[src/glyphs_8x8.mem]
// one glyph row per line as two hex digits, msb is the leftmost pixel
// glyph n occupies rows n*8 to n*8+7, glyphs 0..7 are H E L O W R D !
66
66
66
7E
66
66
66
00
7E
60
60
7C
60
60
7E
00
60
60
60
60
60
60
7E
00
3C
66
66
66
66
66
3C
00
63
63
63
6B
7F
77
63
00
7C
66
66
7C
78
6C
66
00
78
6C
66
66
66
6C
78
00
18
18
18
18
18
00
18
00

[src/hdl/sprite_pkg.sv]
// Shared types, 640x480 display timing and sprite placement tables.
// Every design file imports this package inside its body.
package sprite_pkg;

    localparam int CORDW = 10;
    typedef logic [CORDW-1:0] coord_t;  // screen coordinate

    // horizontal timing in pixels
    localparam coord_t H_RES   = 10'd640;
    localparam coord_t H_FP    = 10'd16;
    localparam coord_t H_SYNC  = 10'd96;
    localparam coord_t H_BP    = 10'd48;
    localparam coord_t H_TOTAL = H_RES + H_FP + H_SYNC + H_BP;  // 800
    localparam coord_t HS_STA  = H_RES + H_FP;                   // 656
    localparam coord_t HS_END  = HS_STA + H_SYNC - 10'd1;        // 751

    // vertical timing in lines
    localparam coord_t V_RES   = 10'd480;
    localparam coord_t V_FP    = 10'd10;
    localparam coord_t V_SYNC  = 10'd2;
    localparam coord_t V_BP    = 10'd33;
    localparam coord_t V_TOTAL = V_RES + V_FP + V_SYNC + V_BP;  // 525
    localparam coord_t VS_STA  = V_RES + V_FP;
    localparam coord_t VS_END  = VS_STA + V_SYNC - 10'd1;

    // glyph geometry
    localparam int GLYPH_W     = 8;
    localparam int GLYPH_H     = 8;
    localparam int GLYPH_COUNT = 8;
    localparam int SCALE       = 4;  // same factor in x and y
    localparam int ROM_ADDRW   = $clog2(GLYPH_COUNT * GLYPH_H);
    localparam GLYPH_FILE      = "/design/src/glyphs_8x8.mem";

    typedef logic [GLYPH_W-1:0]         glyph_row_t;   // msb is the leftmost pixel
    typedef logic [ROM_ADDRW-1:0]       rom_addr_t;    // glyph * 8 + row
    typedef logic [$clog2(GLYPH_W)-1:0] glyph_col_t;
    typedef logic [$clog2(GLYPH_H)-1:0] glyph_line_t;
    typedef logic [$clog2(SCALE)-1:0]   scale_t;

    localparam coord_t BOX_W = coord_t'(GLYPH_W * SCALE);  // drawn width

    // sprite placement
    localparam int     NUM_SPRITES = 5;
    localparam coord_t SPR_Y       = 10'd208;  // first drawn line
    localparam coord_t SPR_X_TABLE [NUM_SPRITES] = '{10'd158, 10'd222, 10'd286, 10'd350, 10'd414};
    localparam int     SPR_GLYPH_TABLE [NUM_SPRITES] = '{3, 0, 5, 1, 6};

    localparam int SLOT_LEN = 2;  // rom cycles per engine
    localparam int PIPE_LAT = 2;  // output delay behind video

    typedef struct packed {
        logic [3:0] r;
        logic [3:0] g;
        logic [3:0] b;
    } rgb_t;

    typedef struct packed {
        logic   hsync;
        logic   vsync;
        logic   de;
        coord_t sx;
        coord_t sy;
    } video_t;

    localparam video_t VIDEO_IDLE = '{hsync: 1'b1, vsync: 1'b1, de: 1'b0, sx: '0, sy: '0};

    typedef enum logic [2:0] {
        IDLE, WAIT_SLOT, LOAD, WAIT_LINE, DRAW, LINE_END, DONE
    } spr_state_t;

endpackage

[src/hdl/display_timings.sv]
// 640x480 timing generator. Counts pixel clocks into screen coordinates and
// registers sync and data enable alongside them as one aligned video word.
`timescale 1ns/1ps

module display_timings (
    input  logic               clk_pix,
    input  logic               rst_n,
    output sprite_pkg::video_t video
);
    import sprite_pkg::*;

    coord_t cnt_x;  // horizontal position
    coord_t cnt_y;  // vertical position
    logic   last_x;
    logic   last_y;

    always_comb begin
        last_x = (cnt_x == H_TOTAL - 10'd1);
        last_y = (cnt_y == V_TOTAL - 10'd1);
    end

    always_ff @(posedge clk_pix) begin
        if (!rst_n) begin
            cnt_x <= '0;
            cnt_y <= '0;
        end else begin
            cnt_x <= last_x ? '0 : cnt_x + 10'd1;
            if (last_x) begin
                cnt_y <= last_y ? '0 : cnt_y + 10'd1;
            end
        end
    end

    // flags are compared from the counters and registered with them
    always_ff @(posedge clk_pix) begin
        if (!rst_n) begin
            video <= VIDEO_IDLE;  // blank with both syncs idle
        end else begin
            video.sx    <= cnt_x;
            video.sy    <= cnt_y;
            video.hsync <= !(cnt_x >= HS_STA && cnt_x <= HS_END);  // active low
            video.vsync <= !(cnt_y >= VS_STA && cnt_y <= VS_END);  // active low
            video.de    <= (cnt_x < H_RES) && (cnt_y < V_RES);
        end
    end

endmodule

[src/hdl/glyph_rom.sv]
// Glyph ROM, eight 8x8 glyphs loaded from the hex mem file.
// Single read port whose data follows the address by one clock.
`timescale 1ns/1ps

module glyph_rom (
    input  logic                   clk_pix,
    input  sprite_pkg::rom_addr_t  addr,
    output sprite_pkg::glyph_row_t data
);
    import sprite_pkg::*;

    glyph_row_t mem [GLYPH_COUNT*GLYPH_H];

    initial begin
        $readmemh(GLYPH_FILE, mem);
    end

    always_ff @(posedge clk_pix) begin
        data <= mem[addr];  // block ram style read
    end

endmodule

[src/hdl/sprite_fetch.sv]
// Shares the glyph ROM among the sprite engines. Issues the frame start
// pulse and one fetch slot per engine in horizontal blanking, and muxes the
// engine addresses onto the ROM.
`timescale 1ns/1ps

module sprite_fetch (
    input  logic                                           clk_pix,
    input  logic                                           rst_n,
    input  sprite_pkg::video_t                             video,
    input  sprite_pkg::rom_addr_t [sprite_pkg::NUM_SPRITES-1:0] spr_addr,
    output logic                                           start,
    output logic [sprite_pkg::NUM_SPRITES-1:0]             slot,
    output sprite_pkg::rom_addr_t                          rom_addr
);
    import sprite_pkg::*;

    coord_t sx_next;  // position of the coming cycle
    logic   line_wrap;

    always_comb begin
        line_wrap = (video.sx == H_TOTAL - 10'd1);
        sx_next   = line_wrap ? '0 : video.sx + 10'd1;
    end

    // decoded one pixel ahead so the registered strobes match sx
    always_ff @(posedge clk_pix) begin
        if (!rst_n) begin
            start <= 1'b0;
            slot  <= '0;
        end else begin
            start <= line_wrap && (video.sy == SPR_Y - 10'd2);  // sy 207, sx 0
            for (int i = 0; i < NUM_SPRITES; i++) begin
                slot[i] <= (sx_next >= H_RES + coord_t'(SLOT_LEN * i))
                        && (sx_next <  H_RES + coord_t'(SLOT_LEN * (i + 1)));
            end
        end
    end

    always_comb begin
        rom_addr = '0;  // idle address outside the slots
        for (int i = 0; i < NUM_SPRITES; i++) begin
            if (slot[i]) begin
                rom_addr = spr_addr[i];
            end
        end
    end

endmodule

[src/hdl/sprite.sv]
// Sprite engine. Fetches one glyph row per line in its ROM slot, then draws
// it enlarged by SCALE at its x position on the following line. IDX picks
// the glyph and the x position from the package tables.
`timescale 1ns/1ps

module sprite #(
    parameter int IDX = 0
) (
    input  logic                   clk_pix,
    input  logic                   rst_n,
    input  logic                   start,
    input  logic                   slot_en,
    input  sprite_pkg::video_t     video,
    input  sprite_pkg::glyph_row_t rom_data,
    output sprite_pkg::rom_addr_t  rom_addr,
    output logic                   pix,
    output logic                   done
);
    import sprite_pkg::*;

    localparam coord_t    SPR_X      = SPR_X_TABLE[IDX];
    localparam rom_addr_t GLYPH_BASE = rom_addr_t'(SPR_GLYPH_TABLE[IDX] * GLYPH_H);
    localparam glyph_col_t  COL_MAX  = glyph_col_t'(GLYPH_W - 1);
    localparam glyph_line_t ROW_MAX  = glyph_line_t'(GLYPH_H - 1);
    localparam scale_t      SCL_MAX  = scale_t'(SCALE - 1);

    spr_state_t  state;
    glyph_line_t row;      // source row of the glyph
    scale_t      rep;      // repeats of the current row
    glyph_col_t  col;      // source column inside the box
    scale_t      scl;      // repeats of the current column
    glyph_row_t  row_buf;
    logic        in_box;

    always_comb begin
        in_box   = (video.sx >= SPR_X) && (video.sx < SPR_X + BOX_W);
        rom_addr = GLYPH_BASE + rom_addr_t'(row);
        pix      = (state == DRAW) && in_box && row_buf[COL_MAX - col];
        done     = (state == DONE);
    end

    always_ff @(posedge clk_pix) begin
        if (!rst_n) begin
            state <= IDLE;
            row   <= '0;
            rep   <= '0;
        end else if (start) begin
            state <= WAIT_SLOT;  // restart from any state
            row   <= '0;
            rep   <= '0;
        end else begin
            case (state)
                WAIT_SLOT: begin
                    if (slot_en) begin
                        state <= LOAD;
                    end
                end
                LOAD: state <= WAIT_LINE;  // rom data valid now
                WAIT_LINE: begin
                    if (video.sx == H_TOTAL - 10'd1) begin
                        state <= DRAW;
                    end
                end
                DRAW: begin
                    if (video.sx == SPR_X + BOX_W - 10'd1) begin
                        state <= LINE_END;
                    end
                end
                LINE_END: begin
                    state <= WAIT_SLOT;
                    rep   <= rep + scale_t'(1);
                    if (rep == SCL_MAX) begin
                        row <= row + glyph_line_t'(1);
                        if (row == ROW_MAX) begin
                            state <= DONE;  // all 32 lines drawn
                        end
                    end
                end
                default: state <= state;  // IDLE and DONE wait for start
            endcase
        end
    end

    always_ff @(posedge clk_pix) begin
        if (state == LOAD) begin
            row_buf <= rom_data;
        end
    end

    // column walk restarts whenever sx is outside the box
    always_ff @(posedge clk_pix) begin
        if (!rst_n) begin
            col <= '0;
            scl <= '0;
        end else if (state == DRAW && in_box) begin
            scl <= scl + scale_t'(1);
            if (scl == SCL_MAX) begin
                col <= col + glyph_col_t'(1);
            end
        end else begin
            col <= '0;
            scl <= '0;
        end
    end

endmodule

[src/hdl/pixel_mixer.sv]
// Output stage. Merges the sprite pixels with the foreground and background
// colours, blanks outside the active area, and keeps sync aligned with rgb.
`timescale 1ns/1ps

module pixel_mixer (
    input  logic                              clk_pix,
    input  logic                              rst_n,
    input  sprite_pkg::video_t                video,
    input  logic [sprite_pkg::NUM_SPRITES-1:0] pix,
    input  sprite_pkg::rgb_t                  fg,
    input  sprite_pkg::rgb_t                  bg,
    output logic                              hsync,
    output logic                              vsync,
    output logic                              de,
    output sprite_pkg::rgb_t                  rgb
);
    import sprite_pkg::*;

    video_t ctl_d [PIPE_LAT-1];    // sync and enable delay line
    logic   spr_on_d [PIPE_LAT-1];

    always_ff @(posedge clk_pix) begin
        if (!rst_n) begin
            for (int k = 0; k < PIPE_LAT - 1; k++) begin
                ctl_d[k]    <= VIDEO_IDLE;
                spr_on_d[k] <= 1'b0;
            end
            hsync <= 1'b1;
            vsync <= 1'b1;
            de    <= 1'b0;
            rgb   <= '0;
        end else begin
            ctl_d[0]    <= video;
            spr_on_d[0] <= |pix;  // any sprite wins over bg
            for (int k = 1; k < PIPE_LAT - 1; k++) begin
                ctl_d[k]    <= ctl_d[k-1];
                spr_on_d[k] <= spr_on_d[k-1];
            end
            hsync <= ctl_d[PIPE_LAT-2].hsync;
            vsync <= ctl_d[PIPE_LAT-2].vsync;
            de    <= ctl_d[PIPE_LAT-2].de;
            if (!ctl_d[PIPE_LAT-2].de) begin
                rgb <= '0;  // blanking
            end else begin
                rgb <= spr_on_d[PIPE_LAT-2] ? fg : bg;  // colours sampled here
            end
        end
    end

endmodule

[src/hdl/hello_sprites.sv]
// Text sprite renderer for a 640x480 display on the pixel clock. Five
// engines draw scaled glyphs from a shared ROM over a runtime background.
`timescale 1ns/1ps

module hello_sprites (
    input  logic             clk_pix,
    input  logic             rst_n,
    input  sprite_pkg::rgb_t fg,          // glyph colour
    input  sprite_pkg::rgb_t bg,          // background colour
    output logic             hsync,
    output logic             vsync,
    output logic             de,
    output sprite_pkg::rgb_t rgb,
    output logic             frame_done   // all sprites finished
);
    import sprite_pkg::*;

    video_t                       video;
    logic                         spr_start;
    logic [NUM_SPRITES-1:0]       slot;
    rom_addr_t [NUM_SPRITES-1:0]  spr_addr;
    rom_addr_t                    rom_addr;
    glyph_row_t                   rom_data;
    logic [NUM_SPRITES-1:0]       spr_pix;
    logic [NUM_SPRITES-1:0]       spr_done;

    display_timings timings (
        .clk_pix, .rst_n, .video
    );

    sprite_fetch fetch (
        .clk_pix, .rst_n, .video, .spr_addr,
        .start(spr_start), .slot, .rom_addr
    );

    glyph_rom rom (
        .clk_pix, .addr(rom_addr), .data(rom_data)
    );

    for (genvar i = 0; i < NUM_SPRITES; i++) begin : g_spr
        sprite #(.IDX(i)) spr (
            .clk_pix,
            .rst_n,
            .start    (spr_start),
            .slot_en  (slot[i]),
            .video,
            .rom_data,
            .rom_addr (spr_addr[i]),
            .pix      (spr_pix[i]),
            .done     (spr_done[i])
        );
    end

    pixel_mixer mixer (
        .clk_pix, .rst_n, .video, .pix(spr_pix),
        .fg, .bg, .hsync, .vsync, .de, .rgb
    );

    assign frame_done = &spr_done;

endmodule

[config.mk]
export PLATFORM = sky130hd
export DESIGN_NAME = hello_sprites
export DESIGN_NICKNAME = d
export VERILOG_FILES = /design/src/hdl/sprite_pkg.sv /design/src/hdl/display_timings.sv /design/src/hdl/glyph_rom.sv /design/src/hdl/sprite_fetch.sv /design/src/hdl/sprite.sv /design/src/hdl/pixel_mixer.sv /design/src/hdl/hello_sprites.sv
export SDC_FILE = /design/constraint.sdc
export NUM_CORES = 1
export LEC_CHECK = 0
export BUFFER_PORTS_ARGS = -buffer_cell sky130_fd_sc_hd__buf_2
export CELL_PAD_IN_SITES_DETAIL_PLACEMENT = 1
export CELL_PAD_IN_SITES_GLOBAL_PLACEMENT = 2
export CORE_MARGIN = 1.5
export CORE_UTILIZATION = 25
export DETAILED_ROUTE_END_ITERATION = 12
export GPL_ROUTABILITY_DRIVEN = 0
export GPL_TIMING_DRIVEN = 0
export PLACE_DENSITY = 0.65
export SYNTH_ARGS = -nofsm -noshare
export SYNTH_HDL_FRONTEND = slang
export SYNTH_SLANG_ARGS = --single-unit
export TNS_END_PERCENT = 30
[constraint.sdc]
create_clock -name clk_pix -period 4.8 [get_ports clk_pix]
set_input_delay 0.96 -clock clk_pix [delete_from_list [all_inputs] [get_ports clk_pix]]
set_output_delay 0.96 -clock clk_pix [all_outputs]
set_load 0.005 [all_outputs]
-- After elaboration in Yosys (flattened, before gate mapping)
Memories as Yosys holds them, arrays and structs flattened.
Index checks and enable logic that the tools add are counted.
- muxes and demuxes: 50
- divide/modulo/power cells: 0
- reductions and logical operators: 63
- add/subtract/negate cells: 28
- bitwise logic cells: 1
- shift-type cells: 0
- multipliers: 0
- $lt $le $gt $ge: 31
- equality and inequality tests: 84
- operator list (kind ; count):
    $pmux W3 S5 ; 5
    $mux W3 ; 21
    $eq A3 B3 Y1 const B ; 20
    $ge A10 B10 Y1 const B ; 6
    $lt A10 B10 Y1 const B ; 6
    $ge A10 B9 Y1 const B ; 4
    $lt A10 B9 Y1 const B ; 4
    $reduce_and A4 Y1 ; 10
    $add A10 B1 Y10 const B ; 3
    $add A3 B1 Y3 const B ; 10
    $eq A10 B10 Y1 const B ; 3
    $eq A10 B8 Y1 const B ; 3
    $eq A10 B9 Y1 const B ; 3
    $eq A3 B2 Y1 const B ; 10
    $ne A3 B3 Y1 const B ; 10
    $reduce_bool A6 Y1 ; 5
    $reduce_bool A5 Y1 ; 5
    $logic_and A1 B1 Y1 ; 24
    $mux W23 ; 1
    $reduce_or A23 Y1 ; 1
    $reduce_and A2 Y1 ; 11
    $add A2 B1 Y2 const B ; 10
    $eq A2 B2 Y1 const B ; 10
    $ge A10 B8 Y1 const B ; 2
    19 further kinds ; 70
- output and inout bits: 16
- memory bits (writable): 24
- input port bits: 26
- register bits: 177
- memories kept: 2
- bits in latches: 0
- ROM bits: 0
- memories (name ; words ; width ; rd ports ; clocked after Yosys merged registers in ; wr ports ; line ; source):
    mixer.ctl_d ; 1 ; 23 ; 1 ; 0 ; 1 ; pixel_mixer.sv:19 ; video_t ctl_d [PIPE_LAT-1];
    mixer.spr_on_d ; 1 ; 1 ; 1 ; 0 ; 1 ; pixel_mixer.sv:20 ; logic spr_on_d [PIPE_LAT-1];

-- Logic depth before layout (Yosys ltp)
Gate-level depths: netlist (run 1).
- depth in word-level cells: 6
- gate-level depth with buffers: 8

-- Hierarchy
From an unflattened synthesis (run 1), not the netlist that was laid out.
- cell total of the unflattened synthesis: 812
- area total of the unflattened synthesis: 8333.0 µm²
- modules (own cells, without submodules) (module ; area each (µm²) ; instances ; cells each):
    display_timings ; 1625.3 ; 1 ; 166
    sprite at g_spr[2].spr ; 1111.1 ; 1 ; 98
    sprite at g_spr[0].spr ; 1082.3 ; 1 ; 100
    sprite at g_spr[4].spr ; 1058.5 ; 1 ; 97
    sprite at g_spr[1].spr ; 1047.3 ; 1 ; 96
    sprite at g_spr[3].spr ; 1043.5 ; 1 ; 99
    sprite_fetch ; 676.9 ; 1 ; 90
    pixel_mixer ; 611.8 ; 1 ; 54
    glyph_rom ; 63.8 ; 1 ; 9
    hello_sprites ; 12.5 ; 1 ; 3

-- Least setup slack after synthesis (run 1)
OpenSTA, ideal clock, no wires.
- path type: reg2out
- from: register g_spr[4].spr.state[2]
- to: output frame_done
- data arrival time: 1.225 ns
- path slack: 2.615 ns
- cell stages (with the launch flop): 5
- path buffers: 1
- path through: dfxtp_1 clkbuf_1 nand4b_1 or3_1 nor4_1
- longest elaborated chain between the ends: 2
- RTL lines (item ; line ; source):
    from (decl) ; sprite.sv:27 ; spr_state_t state;
    from (signal assigned) ; sprite.sv:79 ; default: state <= state;
    $eq A3 B3 Y1 ; sprite.sv:39 ; done = (state == DONE);
    $reduce_and A5 Y1 ; hello_sprites.sv:59 ; assign frame_done = &spr_done;
    to (decl) ; hello_sprites.sv:14 ; output logic frame_done
No other way between the ends.

-- Final worst setup path (run 1)
Same ends and word-level chain as after synthesis.

==> results of run 1 <==
[path summary, 6_finish.rpt]
check	slack, ns	endpoint	start	cells after the start
worst max-delay path	1.74	frame_done	g_spr[4].spr.state[2]	5
worst min-delay path	0.42	mixer.vsync	mixer.ctl_d[0][21]	1
worst max register to register	2.07	g_spr[1].spr.state[1]	timings.video[11]	7
worst min register to register	0.42	mixer.vsync	mixer.ctl_d[0][21]	1
[cell families after synthesis]
| logic type | after synthesis | share of synthesized area [%] |
|---|---|---|
| AO/OA/AOI/OAI | 91 | 12.0 |
| XOR/XNOR | 31 | 5.56 |
| adder cells (fa/ha/maj) | 24 | 6.15 |
| buffers and inverters | 47 | 3.77 |
| flip-flops | 107 | 43.9 |
| multiplexers | 9 | 1.84 |
| AND/OR/NAND/NOR | 253 | 26.9 |
[through the flow]
| stage | setup slack, ns | std cells | hold WS (ns) | cell area (sq um) | utilization, % |
|---|---|---|---|---|---|
| floorplan | 2.61 | 562 | 0.386 | 4880 | - |
| detailed placement | 1.99 | 851 | 0.402 | 5360 | 28.3 |
| global route | 1.53 | 867 | 0.449 | 5660 | 29.8 |
| global placement | 2.01 | 851 | 0.401 | 5360 | 28.3 |
| CTS | 1.69 | 867 | 0.426 | 5660 | 29.8 |
| finish | 1.74 | 867 | 0.421 | 5660 | 29.8 |
[cell usage after synthesis (3+ instances only)]
cell type and n:
sky130_fd_sc_hd__dfxtp_1 107, sky130_fd_sc_hd__nor2_1 62, sky130_fd_sc_hd__nand2_1 55, sky130_fd_sc_hd__a21oi_1 31, sky130_fd_sc_hd__clkbuf_1 25, sky130_fd_sc_hd__ha_1 24, sky130_fd_sc_hd__nand3_1 21, sky130_fd_sc_hd__and2_1 19
sky130_fd_sc_hd__and3_1 19, sky130_fd_sc_hd__xor2_1 19, sky130_fd_sc_hd__inv_1 16, sky130_fd_sc_hd__o21ai_0 16, sky130_fd_sc_hd__nor2b_1 13, sky130_fd_sc_hd__nor3_1 13, sky130_fd_sc_hd__xnor2_1 12, sky130_fd_sc_hd__a211oi_1 11
sky130_fd_sc_hd__nand2b_1 11, sky130_fd_sc_hd__nand4_1 10, sky130_fd_sc_hd__mux2i_1 9, sky130_fd_sc_hd__a31oi_1 8, sky130_fd_sc_hd__buf_2 6, sky130_fd_sc_hd__nor4_1 6, sky130_fd_sc_hd__nor3b_1 4, sky130_fd_sc_hd__a2111oi_0 3
sky130_fd_sc_hd__a21o_1 3, sky130_fd_sc_hd__nand4b_1 3, sky130_fd_sc_hd__o22ai_1 3, sky130_fd_sc_hd__or3_1 3
[power by group through the flow]
stage,sequential [uW],combinational [uW],clock (uW)
floorplan,948,224,0
detailed placement,955,298,0
finish,934,297,749
CTS,934,299,787
global route,939,331,823
global placement,954,291,0
[metal layers]
layer  vias up  wire (microns)  global-route usage [%]  share of wire, %
met5         -               0                       0                 0
met4         0             136                    3.42               1.1
met3        12             436                    3.99               3.7
met2        49            5750                    22.5                48
met1      1966            5560                    14.6                47
li1       2033               -                       -                 -
[layout make-up]
cell class	instances	area (sq um)
Inverter	16	60.1
Sequential cell	107	2140
Tap cell	260	325
Multi-Input combinational cell	408	2560
Clock inverter	7	75.1
Buffer	31	124
Clock buffer	9	225
Fill cell	2265	13300
Timing Repair Buffer	29	145
[state kept, by name (all words and copies together), names as in the netlist]
name / count
g_spr.spr.rep: 10
mixer.rgb: 12
g_spr.spr.state: 15
fetch.start: 1
mixer.ctl_d: 3
timings.cnt_x: 10
mixer.hsync: 1
timings.video: 23
mixer.vsync: 1
mixer.de: 1
g_spr.spr.row: 15
timings.cnt_y: 10
fetch.slot: 5
[critical path, stage by stage (launching register included)]
cell and delay, ns:
sky130_fd_sc_hd__dfxtp_1 0.33, sky130_fd_sc_hd__clkbuf_1 0.39, sky130_fd_sc_hd__nand4b_1 0.15, sky130_fd_sc_hd__or3_1 0.39
sky130_fd_sc_hd__nor4_1 0.30, sky130_fd_sc_hd__buf_2 0.19
==> summary by stage, run 1 <==
Run status
The flow ran to the end, and the final reports show no timing, DRC or antenna violations.

Power
The relative contribution of combinational cells to total power is 15.0%. In this run switching power makes up 28.8% of total power. Sequential cells burn 47.2% of the power. The share of total power dissipated in the clock network is 37.8%. The net switching power is 570 uW. The cell-internal power is 1410 uW. The worst vdd rail ir drop is 0.185 mV. The static power due to leakage is 0.00224 uW. Power spread over the standard cell area amounts to 350 nW/um^2. The total power after layout is 1980 uW.

Clock network
Clock-pin slew was measured on the worst setup and hold paths at 0.07 ns. The clock tree synthesis step divided the H-tree into 3 levels. Clock latency on the worst-skew pair, taken at its later pin, is 0.36 ns. The number of hold buffers added after CTS was 0. The root buffer selected by CTS is sky130_fd_sc_hd__clkbuf_16. CTS saw 107 sinks. The number of gates resized after CTS was 0. The clock tree from TritonCTS is yes. The number of buffers created by CTS is 9. Buffers added to address setup during post-CTS repair amount to 0.

The clock passes through at most 2 buffers.

Flow run
The reported max-cap violation count is 0.

STA
Setup violations remaining at the end of the flow were counted as 0. Setup repair after global routing left no endpoint under its margin. The share of the cycle needed by the critical path after routing is 63.8%. The fmax is 327 MHz. At the pin with the least slew margin, the transition time is 1.09 ns. The worst pin sits at a relative slew slack of 26.5%. The hold violation total from the final report is 0.

The sum of negative setup slack is 0 ns. The clock arrives with 0.0105 ns of skew. The clock period could shrink to 3.06 ns.

The count of pins over their slew limit is 0.

Yosys
Counting flops and latches in the post-synthesis netlist gives 107. A synthesized cell averages 8.69 sq um. Summing every instance area after synthesis gives 4880 sq um. The fraction of registers with async set or reset after synthesis is 0%. The net count of the mapped netlist is 612.

The cell type with the largest total area after synthesis is sky130_fd_sc_hd__dfxtp_1. For this run, the leading register cell type out of synthesis is sky130_fd_sc_hd__dfxtp_1. The share of the yosys chip area belonging to registers is 43.9%.

The post-synthesis cell count is 562. During synthesis, Yosys emitted a total of 0 warnings. Synthesis instantiated 51 different standard cells from the library.

By area the synthesized netlist is led by sky130_fd_sc_hd__dfxtp_1 44%, sky130_fd_sc_hd__ha_1 6.1%, sky130_fd_sc_hd__nor2_1 4.8%, sky130_fd_sc_hd__nand2_1 4.2%, sky130_fd_sc_hd__xor2_1 3.4%. The number of enable-type register cells in the synthesized netlist is 0. The top cell type's share of synthesized area is 43.9%.

Floorplan
In this run the horizontal extent of the chip is 143 microns. Pin placement for this block handled 42 I/O pins. The floorplan step defined a die boundary enclosing 20400 sq um. The floorplan has 50 rows.

The core box area is 19000 sq um. The die height is 143 microns. For this configuration, the core starts out at a cell density of 25.8%.

Critical path
The data arrival time of the worst path is 2.10 ns. The required time of the critical path is 3.84 ns. The critical path endpoint category is an output pin. The start-to-end type of the worst setup path is flop to output pin. The maximum fanout along the worst path is 10.

The worst setup path is launched from a flop.

Route
The post-detailed-routing wire length is 11900 microns. After the first detailed-routing iteration, the DRC count stood at 123. The first-pass iteration count of the detailed router is 4. The total vias in the final route is 4060. The routed via count divided by cell count is 4.68. The post-detailed-route DRC marker count is 0. In the final routed layout, each cell accounts on average for 13.7 microns.

The detail route stage leaves a number of antenna-violating nets equal to 0.

GRT
The number of antenna violations at the first check in global routing is 0. The global-route congestion overflow total is 0. Entering global routing, the biggest net connects 22 pins. In the global route stage, overall resource usage came out at 12.7%. The number of global-route vias before repair is 4216.

The first global-routing pass estimated 20300 microns of wire.

Placed design
The count of input and output buffers is 29. The detailed placer's ending HPWL is 8970 microns.

Min path
The tightest min-delay check is of the flop to flop type.

Cells and area
In the layout the commonest cells are 107 x sky130_fd_sc_hd__dfxtp_1, 62 x sky130_fd_sc_hd__nor2_1, 55 x sky130_fd_sc_hd__nand2_1. The net count of the finished layout is 652. The area added between synthesis and finish is 15.8%. The most common library cell in the layout ignoring fill and taps is sky130_fd_sc_hd__dfxtp_1. 0 antenna diodes ended up in the layout. The fraction of layout cells with a size suffix above 1 is 9.56%.
Note: power is estimated with default switching activity, not from simulation.
==> run 2: changes to the inputs <==
clock period = 2.9 ns   (was 4.8 ns; I/O delays follow)
==> summary by stage, run 2 (synthesis results as in run 1) <==
Run status
Status: finished clean (unchanged).

Min path
The startpoint of the worst hold path is mixer.ctl_d[0][21] (unchanged). The instance count along the most critical hold path is 1 (unchanged). The worst min-delay path category is flop to flop (unchanged).

The hold-critical path endpoint is mixer.vsync (unchanged).

Clock network
The root buffer selected by CTS is sky130_fd_sc_hd__clkbuf_16 (unchanged). The clock tree from TritonCTS is yes (unchanged). The number of clock sinks is 107 (unchanged).

The number of buffers created by CTS is 9 (unchanged). The number of H-tree levels is 3 (unchanged). The number of buffers between clock root and the deepest sink is 2 (unchanged). The clock insertion delay at the later pin of the skew report is 0.36 ns (about the same).

The clock transition at the registers of the reported paths is 0.07 ns (about the same).

Cells and area
The total inserted antenna cells is 0 (unchanged). The number of flip-flops under the largest register name is 23 (unchanged). The number of nets in the layout was 652 (unchanged). The register containing the most flip-flops in the final layout was timings.video (unchanged). Regs by FF count: timings.video x23, g_spr.spr.row x15, g_spr.spr.state x15 (unchanged).

The fraction of layout cells with a size suffix above 1 is 9.72% (was 9.56%). The area added between synthesis and finish is 15.9% (was 15.8%). Highest-count cells in the layout ignoring fill and taps: 107 x sky130_fd_sc_hd__dfxtp_1, 62 x sky130_fd_sc_hd__nor2_1, 55 x sky130_fd_sc_hd__nand2_1 (unchanged). The most common library cell in the layout ignoring fill and taps is sky130_fd_sc_hd__dfxtp_1 (unchanged). The sequential standard cell area is 2140 sq um (unchanged). The number of fill cells in the layout is 2264 (was 2265).

The area taken by multi-input logic gates was 2560 sq um (about the same).

Flow run
The reported max-cap violation count was 0 (unchanged).

GRT
The number of antenna violations at the first check in global routing is 0 (unchanged). The most congested layer reported by global routing is met2 (unchanged). The global-route congestion overflow total was 0 (unchanged).

The met1 capacity usage during global routing is 14.6% (unchanged). The number of global-route vias before repair is 4216 (unchanged). The fraction of met3 tracks used by global routing is 3.99% (unchanged). The overall fraction of global-route tracks in use is 12.7% (unchanged).

The maximum number of pins on one net before global-route repair is 22 (unchanged). The wire length of the first global-routing pass came to 20300 microns (unchanged). The global routing met2 resource utilization came to 22.5% (unchanged).

Critical path
The end of the worst register-to-register path is g_spr[0].spr.state[0] (was g_spr[1].spr.state[1]). The cell family with the largest share of critical-path delay is simple AND/OR/NAND/NOR gates (unchanged). The highest-delay cell along the critical path is sky130_fd_sc_hd__clkbuf_1 (unchanged).

The start-to-end type of the worst setup path is flop to output pin (unchanged). The data arrival time of the worst path is 2.10 ns (about the same). The path depth of the worst reg2reg path is 7 (unchanged). The critical register-to-register path startpoint is timings.video[11] (unchanged). The required time of the critical path came to 2.32 ns (was 3.84 ns). The startpoint type of the worst setup path is a flop (unchanged). The critical path endpoint category is an output pin (unchanged).

The number of buffers and inverters on the critical path is 2 (unchanged). The slack of the worst reg-to-reg path is 0.45 ns (was 2.07 ns). The delay of the slowest cell on the worst path is 0.39 ns (about the same).

The maximum fanout along the worst path is 10 (unchanged). Cell-by-cell listing of the critical path: clkbuf_1, nand4b_1, or3_1, nor4_1, buf_2 (unchanged).

Power
The worst vdd rail ir drop is 0.306 mV (was 0.185 mV). The cell area power density is 579 nW/um^2 (was 350 nW/um^2). The static power due to leakage is 0.00224 uW (about the same).

Route
The post-detailed-route DRC marker count is 0 (unchanged). The routed via count divided by cell count came to 4.68 (about the same). The count of antenna-violating nets left after detailed routing was 0 (unchanged).

The DRC violation total after the first TritonRoute iteration came to 124 (was 123). The detailed-route wire length per cell was 13.7 microns (about the same). The post-detailed-routing wire length was 11900 microns (about the same). The first-pass iteration count of the detailed router is 4 (unchanged). The total vias in the final route is 4056 (was 4060).

Floorplan
The starting density of the core is 25.8% (unchanged). The core box area is 19000 sq um (unchanged). The horizontal extent of the die was 143 microns (unchanged). The die outline area is 20400 sq um (unchanged). The number of standard-cell rows in the floorplan is 50 (unchanged). The boundary pin count is 42 (unchanged).

The die height is 143 microns (unchanged).

Placed design
The count of input and output buffers is 29 (unchanged). The worst slack at placement is 0.0896 ns (was 1.99 ns). The detailed placer's ending HPWL is 8970 microns (unchanged).

STA
Timing would allow up to 373 MHz. The clock period minus final worst setup slack is 2.68 ns. The worst slew slack as a fraction of its limit came to 54.5% (was 26.5%). The setup slack of the critical path after layout was 0.218 ns (was 1.74 ns).

In the finished design, the share of the clock period the worst path needs comes to 92.5%. The final number of setup-violating endpoints is 0 (unchanged). The slew at the pin closest to its max-slew limit is 0.682 ns (was 1.09 ns).

The hold violation total from the final report came to 0 (unchanged). The count of pins over their slew limit came to 0 (unchanged). The sum of negative setup slack is 0 ns (unchanged). Unrepaired setup endpoints after global routing: no (unchanged). The worst clock skew is 0.0105 ns (about the same).
[run 2: cell counts in the layout (fill, tap and decap cells not counted)]
Identical to the previous run, type by type.
[run 2: worst register-to-register path, delay by kind of cell (launching register included)]
kind / cells / cell delay, ns
flops: 1 / 0.45
fa+ha+maj: 1 / 0.18
compound gates: 2 / 0.44
simple gates: 3 / 1.13
buf+inv: 1 / 0.18
[run 2: final cells by class]
type	count	share of cell area, %
clock buffers	9	3.98
inverters	16	1.06
plain buffers	31	2.19
well taps	260	5.75
repair buffers	29	2.56
flip-flops and latches	107	37.8
clock inverters	7	1.33
multi-input cells	408	45.3
[run 2: worst max-delay path by stage]
stage | startpoint | endpoint | slack, ns | depth (start not counted)
2_1_floorplan | timings.video[10] | g_spr[4].spr.state[0] | 0.85 | 7
3_3_place_gp | timings.video[10] | g_spr[1].spr.state[1] | 0.11 | 7
3_5_place_dp | timings.video[11] | g_spr[3].spr.state[0] | 0.09 | 7
4_1_cts | timings.video[11] | g_spr[3].spr.state[0] | 0.06 | 7
5_1_grt | g_spr[4].spr.state[2] | frame_done | 0.01 | 5
6_report | g_spr[4].spr.state[2] | frame_done | 0.22 | 5
[run 2: repair_timing]
| item | CTS | global route |
|---|---|---|
| endpoints found under the setup margin | 0 | 3 |
| hold buffers | 0 | 0 |
| gates resized for setup | 0 | 1 |
| buffers inserted | 0 | 0 |
[run 2: where the power goes]
part	switching, uW	internal (uW)
Clock	625	615
Sequential	36.9	1510
Combinational	282	210
[run 2: per-layer routing]
layer	routed length (microns)	up-vias
met3	433	12
met5	0	-
met4	136	0
met2	5750	49
li1	-	2034
met1	5560	1961
[run 2: per-stage QoR]
stage / std cells / hold slack (ns) / cell area [sq um] / utilization [%] / total power (uW)
floorplan: 562 / 0.386 / 4880 / - / 1940
global placement: 851 / 0.401 / 5360 / 28.3 / 2060
detailed placement: 851 / 0.402 / 5360 / 28.3 / 2070
CTS: 867 / 0.426 / 5660 / 29.8 / 3340
global route: 867 / 0.440 / 5660 / 29.9 / 3460
finish: 867 / 0.421 / 5660 / 29.9 / 3280
